--- src/logic/cpu_pkg.sv ---
package cpu_pkg;

	typedef logic [31:0] word_t;
	typedef logic [4:0] reg_idx_t;
	typedef logic [6:0] opcode_t;
	typedef logic [3:0] cause_t;

	typedef enum logic [1:0] {
		alu_add,
		alu_sub,
		alu_and,
		alu_or
	} alu_op_e;

	typedef enum logic [1:0] {
		fwd_none,
		fwd_mem,
		fwd_wb
	} fwd_sel_e;

	// major opcodes of the supported rv32i subset.
	localparam opcode_t opc_op = 7'b0110011;
	localparam opcode_t opc_op_imm = 7'b0010011;
	localparam opcode_t opc_load = 7'b0000011;
	localparam opcode_t opc_store = 7'b0100011;
	localparam opcode_t opc_branch = 7'b1100011;
	localparam opcode_t opc_system = 7'b1110011;

	localparam cause_t cause_illegal = 4'd2;
	localparam word_t trap_handler_addr = 32'h0000_0100;

	localparam int imem_words = 256;
	localparam int dmem_words = 256;
	localparam int mem_addr_w = 8; // word index into either memory.

	localparam word_t nop_inst = 32'h0000_0013; // addi x0, x0, 0.

endpackage

--- src/logic/pipe_bus.sv ---


interface id_ex_bus import cpu_pkg::*; ();
	logic valid;
	word_t pc;
	reg_idx_t rs1_idx;
	reg_idx_t rs2_idx;
	reg_idx_t rd_idx;
	word_t rs1_val;
	word_t rs2_val;
	word_t imm;
	alu_op_e alu_op;
	logic use_imm;
	logic reg_write;
	logic mem_read;
	logic mem_write;
	logic is_branch;
	logic is_halt;

	modport producer(output valid, pc, rs1_idx, rs2_idx, rd_idx, rs1_val, rs2_val, imm,
		alu_op, use_imm, reg_write, mem_read, mem_write, is_branch, is_halt);
	modport consumer(input valid, pc, rs1_idx, rs2_idx, rd_idx, rs1_val, rs2_val, imm,
		alu_op, use_imm, reg_write, mem_read, mem_write, is_branch, is_halt);
endinterface

interface ex_mem_bus import cpu_pkg::*; ();
	logic valid;
	word_t alu_result;
	word_t store_data;
	reg_idx_t rd_idx;
	logic reg_write;
	logic mem_read;
	logic mem_write;
	logic is_halt;

	modport producer(output valid, alu_result, store_data, rd_idx, reg_write, mem_read,
		mem_write, is_halt);
	modport consumer(input valid, alu_result, store_data, rd_idx, reg_write, mem_read,
		mem_write, is_halt);
endinterface

interface mem_wb_bus import cpu_pkg::*; ();
	logic valid;
	word_t wb_data;
	reg_idx_t rd_idx;
	logic reg_write;
	logic is_halt;

	modport producer(output valid, wb_data, rd_idx, reg_write, is_halt);
	modport consumer(input valid, wb_data, rd_idx, reg_write, is_halt);
endinterface

--- src/logic/execute_stage.sv ---
`timescale 1ns/1ps

module execute_stage import cpu_pkg::*; (
	input logic clk,
	input logic rst,
	input logic run_en,
	input logic stall,
	id_ex_bus.consumer id_ex,
	ex_mem_bus.producer ex_mem,
	mem_wb_bus.consumer mem_wb,
	output logic branch_taken,
	output word_t branch_target
);

	fwd_sel_e fwd_a, fwd_b;
	word_t op_a, op_b, alu_b, alu_result;

	// the EX/MEM entry is younger than MEM/WB, so it wins.
	function automatic fwd_sel_e pick_fwd(reg_idx_t idx);
		if (idx == 5'd0)
			return fwd_none;
		if (ex_mem.valid && ex_mem.reg_write && (ex_mem.rd_idx == idx))
			return fwd_mem;
		if (mem_wb.valid && mem_wb.reg_write && (mem_wb.rd_idx == idx))
			return fwd_wb;
		return fwd_none;
	endfunction

	always_comb begin
		fwd_a = pick_fwd(id_ex.rs1_idx);
		fwd_b = pick_fwd(id_ex.rs2_idx);
		case (fwd_a)
			fwd_mem: op_a = ex_mem.alu_result;
			fwd_wb: op_a = mem_wb.wb_data;
			default: op_a = id_ex.rs1_val;
		endcase
		case (fwd_b)
			fwd_mem: op_b = ex_mem.alu_result;
			fwd_wb: op_b = mem_wb.wb_data;
			default: op_b = id_ex.rs2_val;
		endcase
	end

	assign alu_b = id_ex.use_imm ? id_ex.imm : op_b;

	always_comb begin
		case (id_ex.alu_op)
			alu_sub: alu_result = op_a - alu_b;
			alu_and: alu_result = op_a & alu_b;
			alu_or: alu_result = op_a | alu_b;
			default: alu_result = op_a + alu_b;
		endcase
	end

	assign branch_taken = id_ex.valid && id_ex.is_branch && (op_a == op_b);
	assign branch_target = id_ex.pc + id_ex.imm;

	always_ff @(posedge clk, posedge rst) begin
		if (rst) begin
			ex_mem.valid <= 1'b0;
			ex_mem.reg_write <= 1'b0;
			ex_mem.mem_read <= 1'b0;
			ex_mem.mem_write <= 1'b0;
			ex_mem.is_halt <= 1'b0;
		end else if (run_en) begin
			ex_mem.valid <= id_ex.valid;
			ex_mem.reg_write <= id_ex.valid && id_ex.reg_write;
			ex_mem.mem_read <= id_ex.valid && id_ex.mem_read;
			ex_mem.mem_write <= id_ex.valid && id_ex.mem_write;
			ex_mem.is_halt <= id_ex.valid && id_ex.is_halt;
		end
	end

	always_ff @(posedge clk) begin
		if (run_en) begin
			ex_mem.alu_result <= alu_result;
			ex_mem.store_data <= op_b;
			ex_mem.rd_idx <= id_ex.rd_idx;
		end
	end

	// the load-use stall in decode keeps a load result from forwarding out of MEM.
	a_no_load_fwd: assert property (@(posedge clk) disable iff (rst)
		(id_ex.valid && ((fwd_a == fwd_mem) || (fwd_b == fwd_mem))) |-> !ex_mem.mem_read);

	// a stalling load and a taken branch cannot share the EX slot.
	a_stall_vs_branch: assert property (@(posedge clk) disable iff (rst)
		!(stall && branch_taken));

endmodule

--- src/flat_wrapper.sv ---
// flat-port wrapper written by rule: the top's interface ports become plain ports
module execute_stage_flat import cpu_pkg::*;
  (clk, rst, run_en, stall, branch_taken, branch_target, id_ex_valid, id_ex_pc, id_ex_rs1_idx, id_ex_rs2_idx, id_ex_rd_idx, id_ex_rs1_val, id_ex_rs2_val, id_ex_imm, id_ex_alu_op, id_ex_use_imm, id_ex_reg_write, id_ex_mem_read, id_ex_mem_write, id_ex_is_branch, id_ex_is_halt, ex_mem_valid, ex_mem_alu_result, ex_mem_store_data, ex_mem_rd_idx, ex_mem_reg_write, ex_mem_mem_read, ex_mem_mem_write, ex_mem_is_halt, mem_wb_valid, mem_wb_wb_data, mem_wb_rd_idx, mem_wb_reg_write, mem_wb_is_halt);
  id_ex_bus id_ex_i ();
  ex_mem_bus ex_mem_i ();
  mem_wb_bus mem_wb_i ();
  input logic clk;
  input logic rst;
  input logic run_en;
  input logic stall;
  output logic branch_taken;
  output word_t branch_target;
  input wire logic [$bits(id_ex_i.valid)-1:0] id_ex_valid;
  input wire logic [$bits(id_ex_i.pc)-1:0] id_ex_pc;
  input wire logic [$bits(id_ex_i.rs1_idx)-1:0] id_ex_rs1_idx;
  input wire logic [$bits(id_ex_i.rs2_idx)-1:0] id_ex_rs2_idx;
  input wire logic [$bits(id_ex_i.rd_idx)-1:0] id_ex_rd_idx;
  input wire logic [$bits(id_ex_i.rs1_val)-1:0] id_ex_rs1_val;
  input wire logic [$bits(id_ex_i.rs2_val)-1:0] id_ex_rs2_val;
  input wire logic [$bits(id_ex_i.imm)-1:0] id_ex_imm;
  input wire logic [$bits(id_ex_i.alu_op)-1:0] id_ex_alu_op;
  input wire logic [$bits(id_ex_i.use_imm)-1:0] id_ex_use_imm;
  input wire logic [$bits(id_ex_i.reg_write)-1:0] id_ex_reg_write;
  input wire logic [$bits(id_ex_i.mem_read)-1:0] id_ex_mem_read;
  input wire logic [$bits(id_ex_i.mem_write)-1:0] id_ex_mem_write;
  input wire logic [$bits(id_ex_i.is_branch)-1:0] id_ex_is_branch;
  input wire logic [$bits(id_ex_i.is_halt)-1:0] id_ex_is_halt;
  output wire logic [$bits(ex_mem_i.valid)-1:0] ex_mem_valid;
  output wire logic [$bits(ex_mem_i.alu_result)-1:0] ex_mem_alu_result;
  output wire logic [$bits(ex_mem_i.store_data)-1:0] ex_mem_store_data;
  output wire logic [$bits(ex_mem_i.rd_idx)-1:0] ex_mem_rd_idx;
  output wire logic [$bits(ex_mem_i.reg_write)-1:0] ex_mem_reg_write;
  output wire logic [$bits(ex_mem_i.mem_read)-1:0] ex_mem_mem_read;
  output wire logic [$bits(ex_mem_i.mem_write)-1:0] ex_mem_mem_write;
  output wire logic [$bits(ex_mem_i.is_halt)-1:0] ex_mem_is_halt;
  input wire logic [$bits(mem_wb_i.valid)-1:0] mem_wb_valid;
  input wire logic [$bits(mem_wb_i.wb_data)-1:0] mem_wb_wb_data;
  input wire logic [$bits(mem_wb_i.rd_idx)-1:0] mem_wb_rd_idx;
  input wire logic [$bits(mem_wb_i.reg_write)-1:0] mem_wb_reg_write;
  input wire logic [$bits(mem_wb_i.is_halt)-1:0] mem_wb_is_halt;
  assign id_ex_i.valid = id_ex_valid;
  assign id_ex_i.pc = id_ex_pc;
  assign id_ex_i.rs1_idx = id_ex_rs1_idx;
  assign id_ex_i.rs2_idx = id_ex_rs2_idx;
  assign id_ex_i.rd_idx = id_ex_rd_idx;
  assign id_ex_i.rs1_val = id_ex_rs1_val;
  assign id_ex_i.rs2_val = id_ex_rs2_val;
  assign id_ex_i.imm = id_ex_imm;
  assign id_ex_i.alu_op = id_ex_alu_op;
  assign id_ex_i.use_imm = id_ex_use_imm;
  assign id_ex_i.reg_write = id_ex_reg_write;
  assign id_ex_i.mem_read = id_ex_mem_read;
  assign id_ex_i.mem_write = id_ex_mem_write;
  assign id_ex_i.is_branch = id_ex_is_branch;
  assign id_ex_i.is_halt = id_ex_is_halt;
  assign ex_mem_valid = ex_mem_i.valid;
  assign ex_mem_alu_result = ex_mem_i.alu_result;
  assign ex_mem_store_data = ex_mem_i.store_data;
  assign ex_mem_rd_idx = ex_mem_i.rd_idx;
  assign ex_mem_reg_write = ex_mem_i.reg_write;
  assign ex_mem_mem_read = ex_mem_i.mem_read;
  assign ex_mem_mem_write = ex_mem_i.mem_write;
  assign ex_mem_is_halt = ex_mem_i.is_halt;
  assign mem_wb_i.valid = mem_wb_valid;
  assign mem_wb_i.wb_data = mem_wb_wb_data;
  assign mem_wb_i.rd_idx = mem_wb_rd_idx;
  assign mem_wb_i.reg_write = mem_wb_reg_write;
  assign mem_wb_i.is_halt = mem_wb_is_halt;
  execute_stage u_core (.clk(clk), .rst(rst), .run_en(run_en), .stall(stall), .id_ex(id_ex_i), .ex_mem(ex_mem_i), .mem_wb(mem_wb_i), .branch_taken(branch_taken), .branch_target(branch_target));
endmodule
--- config.mk ---
export PLATFORM = sky130hd
export DESIGN_NAME = execute_stage_flat
export DESIGN_NICKNAME = d
export VERILOG_FILES = /design/src/logic/cpu_pkg.sv /design/src/logic/pipe_bus.sv /design/src/logic/execute_stage.sv /design/src/flat_wrapper.sv
export SDC_FILE = /design/constraint.sdc
export NUM_CORES = 1
export LEC_CHECK = 0
export BUFFER_PORTS_ARGS = -buffer_cell sky130_fd_sc_hd__buf_2
export CORE_MARGIN = 3
export CORE_UTILIZATION = 49
export CTS_BUF_LIST = sky130_fd_sc_hd__clkbuf_8
export CTS_CLUSTER_DIAMETER = 40
export DETAILED_ROUTE_END_ITERATION = 12
export PLACE_DENSITY_LB_ADDON = 0.2
export SLEW_MARGIN = 20
export SYNTH_ARGS = -nofsm -noshare
export SYNTH_HDL_FRONTEND = slang
export SYNTH_SLANG_ARGS = --single-unit
--- constraint.sdc ---
create_clock -name clk -period 6.42 [get_ports clk]
set_input_delay 0.642 -clock clk [delete_from_list [all_inputs] [get_ports clk]]
set_output_delay 0.642 -clock clk [all_outputs]
set_load 0.01 [all_outputs]
==> impl_metrics.yaml, run 1 <==
floorplan:
  core_um2: 18300
  ios: 303
  design.die.area_um2: 20700
  start_util_pct: 50.8
  dieHeight_um: 144
  rows: 49
  die_w_um: 144
sta:
  fmax_mhz: 156
  period_minus_slack_ns: 6.39
  maxSlewHeadroom_pct: 28.4
  finalClockSkew_ns: 0.0239
  tightest_slew_ns: 1.07
  period_share_pct: 99.5
  setup_tns_ns: 0
  setup_viol_count_final: 0
  whs_ns: 0.149
  maxSlewViolCount: 0
  rsz0062_at_grt: "true"
  worst_slack_ns: 0.0295
  timing_hold_violations_final: 0
power:
  p_switching_w: 0.000899
  p_int_w: 0.00135
  p_leak_nw: 5.81
  switching_share_pct: 40.0
  power_frac_seq_pct: 28.3
  ir_worst_vdd_v: 0.0000954
  p_comb_share_pct: 52.1
  p_per_area_nw_per_um2: 177
  power_frac_clock_pct: 19.6
clocking:
  cts_made_buffers: 9
  cts_tree: "yes"
  ctsRootBufferMaster: "clkbuf_8"
  clock_latency_ns: 0.39
  cts_max_level: 3
  path_clk_slew_ns: 0.09
  clk_path_buf_depth: 2
  cts.sinks: 74
yosys:
  synth_edf_count: 69
  ys_seq_elements: 74
  synthFlopType: "edfxtp_1"
  netlist_area_um2: 9310
  async_flop_share_pct: 6.76
  yosysWarningCount: 0
  ys_seq_area_share_pct: 23.6
  synth_cell_types: 80
  syn_inst: 1166
  syn_avg_cell_area_um2: 7.99
  synth.area.top_cells: "edfxtp_1 22%, ha_1 10%, xnor2_1 8.9%, nand2_1 6.5%, o21ai_0 6.2%"
  synth_fp_nets: 1440
  yosys.area.top_type: "edfxtp_1"
  synth_top_area_share_pct: 22.3
placement:
  numPortBuffers: 300
  place_ws_ns: -0.363
  hpwl_um: 30000
  place_inst: 1807
  place.gp.congestion: 0.991
setup_path:
  critPathLaunchType: "input pin"
  crit_arrival_ns: 6.53
  required_ns: 6.56
  endpoint_kind: "register"
  criticalPathCategory: "input pin to register"
  crit_fanout: 9
grt:
  grt_usage_pct: 34.0
  grt_pass1_vias: 10100
  grt_max_degree: 79
  grt_pass1_wl_um: 54300
  grt_overflow: 0
  grt_antenna_before_repair: 1
layout:
  layout.cells.non_filler: 1835
  final_layout_size_suffix_gt1_share_pct: 34.3
  fillCellCount: 1568
  seq_area_um2: 2200
  area_growth_pct: 36.1
  layout.nets: 1874
  multi_input_area_um2: 6920
route:
  vias_per_cell: 5.97
  drt_iter0_drc: 1008
  vias: 11000
  drtAntennaViolNets: 0
  drc: 0
  wl_per_cell_um: 20.2
  first_pass_iters: 6
  wl_um: 37100
status:
  outcome: "completed"
worst_hold_path:
  hold_class: "input pin to asynchronous set/reset pin"
job:
  timing.max_cap.violations: 0
-- sequential cells by signal, indices dropped and copies added (netlist names) --
register and count:
u_core.ex_mem.rd_idx 5, u_core.ex_mem.valid 1, u_core.ex_mem.store_data 32, u_core.ex_mem.mem_write 1, u_core.ex_mem.mem_read 1, u_core.ex_mem.is_halt 1, u_core.ex_mem.alu_result 32, u_core.ex_mem.reg_write 1
-- critical path: stages --
cell	delay [ns]
buf_2	0.12
or4_4	0.54
nor2_2	0.17
nor3_1	0.08
nand4_1	0.15
ha_4	0.24
buf_4	0.18
buf_4	0.16
a221oi_4	0.21
o31ai_2	0.12
or4_4	0.56
nor3_4	0.20
nand2_2	0.13
o21ai_2	0.16
xor2_1	0.17
ha_1	0.27
a211oi_2	0.27
nand2_1	0.08
or4_4	0.49
a21oi_4	0.19
nor3_4	0.06
o41a_1	0.41
mux2_4	0.32
a221o_1	0.34
a211o_1	0.25
-- final timing paths --
check | startpoint | end | slack (ns) | depth (start not counted)
worst min register to register | u_core.ex_mem.mem_read | u_core.ex_mem.mem_read | 0.53 | 2
max in group asynchronous | rst | u_core.ex_mem.is_halt | 6.09 | 2
worst max-delay path | id_ex_rs2_idx[1] | u_core.ex_mem.alu_result[31] | 0.03 | 25
worst min-delay path | rst | u_core.ex_mem.valid | 0.15 | 2
worst max register to register | u_core.ex_mem.rd_idx[0] | u_core.ex_mem.alu_result[31] | 0.10 | 25
min in group clk | id_ex_rd_idx[3] | u_core.ex_mem.rd_idx[3] | 0.44 | 1
-- cell usage after synthesis (6+ instances only) --
cell / instances
or3_1: 11
a21o_1: 17
mux2_2: 10
a21oi_1: 69
nand2_1: 161
o21ai_0: 115
nor3_1: 15
edfxtp_1: 69
ha_1: 76
clkbuf_1: 37
nor4_1: 6
xor2_1: 38
o21ai_1: 9
a211oi_1: 9
a222oi_1: 7
a31oi_1: 11
nand3_1: 15
nor2b_1: 19
nor2_1: 80
o21a_1: 14
o31ai_1: 8
maj3_1: 28
nand4_1: 17
inv_1: 50
a22oi_1: 58
buf_1: 7
nand2b_1: 14
xnor2_1: 95
-- power groups by stage --
stage                     clock [W]  combinational (W)  sequential [W]
after detailed placement          0            0.00112        0.000643
after global routing       0.000461            0.00127        0.000639
after global placement            0            0.00111        0.000641
after floorplan                   0           0.000632        0.000656
final                      0.000440            0.00117        0.000635
after CTS                  0.000440            0.00113        0.000632
-- timing repair --
item	in CTS	in global routing
pin swaps	1	23
hold buffers	0	0
setup endpoints to repair	1	1
cloned	0	0
resized for setup	2	30
hold endpoints to repair	0	0
buffers inserted	0	11
-- per-stage QoR --
stage | area [um^2] | util [%] | power [W]
floorplan | 9380 | - | 0.00129
global placement | 12200 | 66.5 | 0.00175
detailed placement | 12200 | 66.5 | 0.00177
CTS | 12400 | 67.8 | 0.00220
global route | 12700 | 69.1 | 0.00237
finish | 12700 | 69.1 | 0.00225
-- cell families (layout without fill, tap and decap cells) --
group,count (synthesis),count (layout),share of synthesized area [%]
AOI/OAI and AO/OA,367,367,25.4
xor gates and xnor gates,133,133,12.5
DFF,74,74,23.6
buffers and inverters,104,543,4.50
muxes,14,14,1.69
adders and majority gates,106,106,13.7
other,0,1,0
and+or+nand+nor,368,368,18.6
-- cells in the final DEF, fill, tap and decap left out, types with 50 or more instances in the layout --
cell      count
xnor2_1      94
nor2_1       77
edfxtp_1     69
buf_4       174
a21oi_1      69
ha_1         72
nand2_1     159
o21ai_0     111
a22oi_1      58
buf_2       299
inv_1        50
-- final cells by class --
class / instances / share of cell area, %
Antenna cell: 1 / 0.0197
Clock buffer: 9 / 0.978
Inverter: 51 / 1.51
Sequential cell: 74 / 17.3
Tap cell: 229 / 2.26
Timing Repair Buffer: 476 / 22.5
Clock inverter: 7 / 0.800
Multi-Input combinational cell: 988 / 54.6
-- layer usage --
| metal | global-route usage [%] | share of wire, % | vias to the layer above | wire length [um] |
|---|---|---|---|---|
| met5 | 0 | 0 | - | 0 |
| met4 | 13.2 | 2.9 | 0 | 1080 |
| met3 | 8.65 | 12 | 74 | 4540 |
| met2 | 51.2 | 43 | 656 | 15900 |
| met1 | 46.8 | 42 | 5067 | 15600 |
| li1 | - | - | 5155 | - |
Note: power is estimated with default switching activity, not from simulation.
==> run 2: changes to the inputs <==
- ABC_AREA: default -> 1
- CORE_UTILIZATION: 49 -> 50
- SLEW_MARGIN: 20 -> 10
==> run 2 against run 1 <==
  * Sequential power fell by 0.6%
  * Via count up 16%
  * Maximum frequency increased by 15%
  * Register-to-register slack better by 0.79 ns
  * Critical path depth rose by 8
  * Largest cell class unchanged
  * Critical endpoint unchanged
==> impl_metrics.yaml, run 2 <==
worst_hold_path:
  hold_class: "input pin to asynchronous set/reset pin"
layout:
  layout.nets: 2174
  fin_area_um2: 12400
  area_growth_pct: 19.6
  layout.cells.non_filler: 2176
  layout_commonest_cell: "nand2_1"
  fillCellCount: 2018
  reg.largest.list: "u_core.ex_mem.alu_result (32), u_core.ex_mem.store_data (32), u_core.ex_mem.rd_idx (5)"
  final_layout_size_suffix_gt1_share_pct: 21.2
  mostFrequentLayoutCells: "435 x nand2_1, 299 x buf_2, 188 x inv_1, 142 x o21ai_0, 135 x nand3_1"
placement:
  place_ws_ns: 0.510
  place.gp.congestion: 1.06
  hpwl_um: 35300
  numPortBuffers: 300
  dpl-instance-area_um2: 12200
  place_inst: 2159
yosys:
  syn_avg_cell_area_um2: 6.44
  yosysWarningCount: 0
  async_flop_share_pct: 6.76
  synth.area.top_cells: "edfxtp_1 20%, nand2_1 16%, ha_1 9.2%, o21ai_0 6.8%, inv_1 6.8%"
  synth_commonest_cells: "435 x nand2_1, 187 x inv_1, 142 x o21ai_0"
  syn_inst: 1612
  yosysMostFrequentCell: "nand2_1"
  synth_fp_nets: 1886
  synthFlopType: "edfxtp_1"
  ys_seq_elements: 74
  netlist_area_um2: 10400
  synth_edf_count: 69
  synth_cell_types: 54
  yosys.area.top_type: "edfxtp_1"
  synth_top_area_share_pct: 19.9
  ys_seq_area_share_pct: 21.1
setup_path:
  crit_arrival_ns: 5.70
  r2r_cells: 31
  criticalPathCategory: "input pin to register"
  cp_slowest_stage_delay_ns: 0.37
  required_ns: 6.55
  worstReg2RegEnd: "u_core.ex_mem.alu_result[31]"
  crit_fanout: 7
  r2r_setup_slack_ns: 0.89
  r2r-start: "u_core.ex_mem.rd_idx[0]"
  critPathLaunchType: "input pin"
  cpMaxStageDelayCell: "a21oi_1"
  endpoint_kind: "register"
route:
  drt_iter0_drc: 1369
  drtAntennaViolNets: 0
  first_pass_iters: 6
  drc: 0
  wl_per_cell_um: 19.4
  wl_um: 42100
  vias_per_cell: 5.82
  vias: 12700
sta:
  rsz0062_at_grt: "false"
  setup_viol_count_final: 0
  period_minus_slack_ns: 5.57
  timing_hold_violations_final: 0
  period_share_pct: 86.8
  tightest_slew_ns: 1.18
  worst_slack_ns: 0.848
  setup_tns_ns: 0
  finalClockSkew_ns: 0.0180
  fmax_mhz: 179
  maxSlewHeadroom_pct: 20.8
  maxSlewViolCount: 0
status:
  outcome: "completed"
floorplan:
  die_w_um: 150
  start_util_pct: 51.2
  core_um2: 20300
  ios: 303
  design.die.area_um2: 22500
  dieHeight_um: 150
  rows: 52
clocking:
  cts_max_level: 3
  clk_path_buf_depth: 2
  clock_latency_ns: 0.36
  cts_made_buffers: 9
  cts_setup_buffers: 0
  cts_tree: "yes"
  path_clk_slew_ns: 0.09
  cts_resized: 0
  cts.sinks: 74
  ctsRootBufferMaster: "clkbuf_8"
  cts_hold_buf: 0
job:
  timing.max_cap.violations: 0
grt:
  grt_max_degree: 79
  grt_overflow: 0
  grt_usage_pct: 36.0
  grt_antenna_before_repair: 2
  grt_pass1_wl_um: 63000
  grt_pass1_vias: 11500
power:
  ir_worst_vdd_v: 0.000124
  p_per_area_nw_per_um2: 178
  p_leak_nw: 6.01
==> run 2: cell count changes after synthesis, moves of 15 or more <==
| cell | change |
|---|---|
| nand3_1 | +120 |
| maj3_1 | -28 |
| a22oi_1 | -58 |
| a221oi_1 | +15 |
| nand2_1 | +274 |
| or2_1 | +18 |
| xnor2_1 | -74 |
| nor2b_1 | -19 |
| inv_1 | +137 |
| nor2_1 | +24 |
| o21ai_0 | +27 |
| xor2_1 | +22 |
| a21oi_1 | +20 |
==> run 2: final cells by class <==
class | count | area, um^2 | area share, %
multi-input combinational | 1296 | 7230 | 58.2
sequential | 74 | 2200 | 17.7
timing repair buffer | 321 | 1670 | 13.5
inverter | 198 | 746 | 6.00
tap | 270 | 338 | 2.72
clock buffer | 9 | 124 | 0.997
clock inverter | 7 | 116 | 0.936
antenna | 1 | 2.50 | 0.0201
==> run 2: critical path, delay by kind of cell <==
kind                     cells  cell delay, ns
AND/OR/NAND/NOR             16            2.05
buffers and inverters        6            0.62
adder cells (fa/ha/maj)      3            0.88
AO/OA/AOI/OAI                8            1.51
==> run 2: metrics by stage <==
stage,utilization (%),hold WS [ns],total power [W]
6_report,61.2,0.177,0.00222
5_1_grt,61.2,0.183,0.00236
4_1_cts,61.2,0.163,0.00219
3_5_place_dp,60.0,0.525,0.00175
3_3_place_gp,60.0,0.511,0.00174
2_1_floorplan,-,0.421,0.00133
==> run 2: logic make-up after synthesis <==
logic type / after synthesis / share of synthesized area, %
AOI/OAI and AO/OA: 329 / 18.2
xor gates and xnor gates: 81 / 6.83
adders and majority gates: 78 / 9.54
buffers and inverters: 242 / 9.27
DFF: 74 / 21.1
muxes: 1 / 0.108
and+or+nand+nor: 807 / 34.9
==> run 2: how the worst max path moves through the flow <==
| stage | start | to | slack [ns] | cells past startpoint |
|---|---|---|---|---|
| floorplan | id_ex_rs2_idx[4] | u_core.ex_mem.alu_result[28] | 1.49 | 36 |
| global placement | id_ex_rs2_idx[4] | u_core.ex_mem.alu_result[31] | 0.65 | 33 |
| detailed placement | id_ex_rs2_idx[4] | u_core.ex_mem.alu_result[31] | 0.51 | 33 |
| CTS | id_ex_rs2_idx[4] | u_core.ex_mem.alu_result[31] | 0.89 | 33 |
| global route | id_ex_rs2_idx[4] | u_core.ex_mem.alu_result[31] | 0.42 | 33 |
| finish | id_ex_rs2_idx[4] | u_core.ex_mem.alu_result[31] | 0.85 | 33 |
==> run 2: power breakdown <==
group	leakage (nW)	switching, W	internal, W	total [W]
sequential	0.743	0.0000380	0.000593	0.000631
combinational	5.15	0.000733	0.000402	0.00114
clock	0.125	0.000192	0.000259	0.000451
total	6.01	0.000963	0.00125	0.00222
==> run 2: routing by layer <==
layer	global-route usage [%]	routed length, um	up-vias
met1	48.8	16900	5685
met5	0	13	-
met2	58.3	18800	864
met3	5.90	4790	106
met4	12.3	1560	2
li1	-	-	6006
==> run 3: changes to the inputs <==
==> constraint.sdc (replaced) <==
create_clock -name clk -period 6.42 [get_ports clk]
set_input_delay 1.605 -clock clk [delete_from_list [all_inputs] [get_ports clk]]
set_output_delay 1.605 -clock clk [all_outputs]
set_load 0.01 [all_outputs]
==> run 3 against run 2 <==
  * Sequential power hardly changed
  * Largest power group unchanged
  * Clock skew rose by 0.0032 ns
  * Final area grew 13%
  * Highest routed layer is now met4
==> impl_metrics.yaml, run 3 (same netlist as run 2, synthesis figures left out) <==
placement:
  numPortBuffers: 300
  place_inst: 2359
  hpwl_um: 36600
  place_ws_ns: -0.253
  place.gp.congestion: 0.998
clocking:
  path_clk_slew_ns: 0.08
  cts_max_level: 3
  ctsRootBufferMaster: "clkbuf_8"
  cts.sinks: 74
  cts_tree: "yes"
  clock_latency_ns: 0.37
  clk_path_buf_depth: 2
  cts_made_buffers: 9
  cts_hold_buf: 0
setup_path:
  r2r-start: "u_core.ex_mem.rd_idx[3]"
  critical-path-top-delay-family: "simple AND/OR/NAND/NOR gates"
  r2r_cells: 26
  worstReg2RegEnd: "u_core.ex_mem.alu_result[20]"
  critical_path.endpoint: "branch_taken"
  endpoint_kind: "primary output"
  r2r_setup_slack_ns: 1.19
  cpMaxStageDelayCell: "ha_4"
  worst-path-stages: 22
  cp.buffers_inverters: 7
  crit_path_start: "id_ex_rs2_idx[3]"
  crit_chain: "buf_2, inv_1, o22ai_1, a221oi_2, o2111ai_1, nor3_1, and2_1, inv_1, ha_4, inv_4, buf_8, buf_12, or2_4, and2_4, nand2_1, o21ai_0, a221oi_1, nand2_1, nor2_1, nand3_1, nor2_1, buf_2"
  cp_slowest_stage_delay_ns: 0.29
  required_ns: 4.82
  crit_arrival_ns: 4.71
  crit_fanout: 16
  criticalPathCategory: "input pin to primary output"
  critPathLaunchType: "input pin"
layout:
  layout_commonest_cell: "nand2_1"
  reg.largest.list: "u_core.ex_mem.alu_result (32), u_core.ex_mem.store_data (32), u_core.ex_mem.rd_idx (5)"
  mostFrequentLayoutCells: "434 x nand2_1, 299 x buf_2, 217 x buf_4, 188 x inv_1, 135 x o21ai_0"
  layout.cells.non_filler: 2381
  fillCellCount: 1809
  multi_input_area_um2: 7330
  area_growth_pct: 35.4
  seq_area_um2: 2200
  fin_util_pct: 69.3
  final_layout_size_suffix_gt1_share_pct: 29.8
  layout.nets: 2377
grt:
  grt_overflow: 0
  grt_usage_pct: 37.2
  grt_pass1_vias: 12500
  grt_antenna_before_repair: 2
  grt_pass1_wl_um: 65400
  grt_max_degree: 79
power:
  power_frac_clock_pct: 14.0
  p_switching_w: 0.00101
  p_int_w: 0.00130
  p_leak_nw: 7.00
  p_comb_share_pct: 58.6
  p_per_area_nw_per_um2: 164
  switching_share_pct: 43.8
  power_frac_seq_pct: 27.4
  ir_worst_vdd_v: 0.0000840
floorplan:
  die_w_um: 150
  dieHeight_um: 150
  rows: 52
  design.die.area_um2: 22500
  ios: 303
  core_um2: 20300
  start_util_pct: 51.2
route:
  vias_per_cell: 5.65
  drc: 0
  vias: 13400
  wl_per_cell_um: 18.8
  drt_iter0_drc: 1581
  wl_um: 44700
  first_pass_iters: 9
  drtAntennaViolNets: 0
sta:
  maxSlewViolCount: 0
  setup_viol_count_final: 0
  finalClockSkew_ns: 0.0213
  tightest_slew_ns: 1.04
  worst_slack_ns: 0.100
  period_share_pct: 98.4
  fmax_mhz: 158
  timing_hold_violations_final: 0
  period_minus_slack_ns: 6.32
  whs_ns: 0.539
  setup_tns_ns: 0
  maxSlewHeadroom_pct: 30.5
status:
  outcome: "completed"
worst_hold_path:
  hold_class: "register to register"
job:
  timing.max_cap.violations: 0
## run 3: changes by cell type in the layout (fill, tap and decap cells not counted), sizes merged
cell      previous run  this run
buf                321       522
bufinv               3         0
clkinv               2         5
clkbuf               9        11
diode                1         3
clkinvlp             0         1
inv                200       199
## run 3: cell type report
cell class / instances / share of cell area, %
Clock inverter: 7 / 0.276
Inverter: 198 / 5.32
Tap cell: 270 / 2.40
Clock buffer: 9 / 0.881
Timing Repair Buffer: 524 / 23.3
Sequential cell: 74 / 15.6
Antenna cell: 3 / 0.0534
Multi-Input combinational cell: 1296 / 52.1
## run 3: layer usage
metal  track usage [%]  wire (um)  vias up
met3              7.16       5080      126
met1              50.1      17900     6040
met2              58.7      19600      875
met5                 0          0        -
met4              15.6       2090        0
li1                  -          -     6402
## run 3: power groups by stage
stage	Clock [W]	Combinational, W	Sequential (W)
floorplan	0	0.000672	0.000653
global placement	0	0.00129	0.000640
global route	0.000347	0.00147	0.000636
finish	0.000324	0.00135	0.000633
detailed placement	0	0.00130	0.000641
CTS	0.000323	0.00131	0.000630
## run 3: worst min path at each step
stage                              end  slack (ns)  cells after the start                     from
4_1_cts         u_core.ex_mem.mem_read        0.54                      2   u_core.ex_mem.mem_read
3_5_place_dp   u_core.ex_mem.mem_write        0.53                      2  u_core.ex_mem.mem_write
6_report        u_core.ex_mem.mem_read        0.54                      2   u_core.ex_mem.mem_read
2_1_floorplan    u_core.ex_mem.is_halt        0.55                      2    u_core.ex_mem.is_halt
5_1_grt          u_core.ex_mem.is_halt        0.56                      2    u_core.ex_mem.is_halt
3_3_place_gp     u_core.ex_mem.is_halt        0.51                      2    u_core.ex_mem.is_halt
## run 3: tightest hold or removal path, stage by stage (launching register included)
cell     delay (ns)
dfrtp_1        0.38
inv_1          0.05
o21ai_0        0.07
## run 3: repair_timing
action / 4_1_cts / 5_1_grt
gates cloned: 0 / 2
pin swaps: 0 / 8
gates resized for setup: 2 / 34
setup endpoints to repair: 1 / 17
buffers inserted: 0 / 1
## run 3: stage by stage
step	power (W)	instance area (um^2)
final	0.00231	14100
after global routing	0.00245	14100
after CTS	0.00227	13900
after detailed placement	0.00194	13700
after global placement	0.00193	13700
after floorplan	0.00133	10400
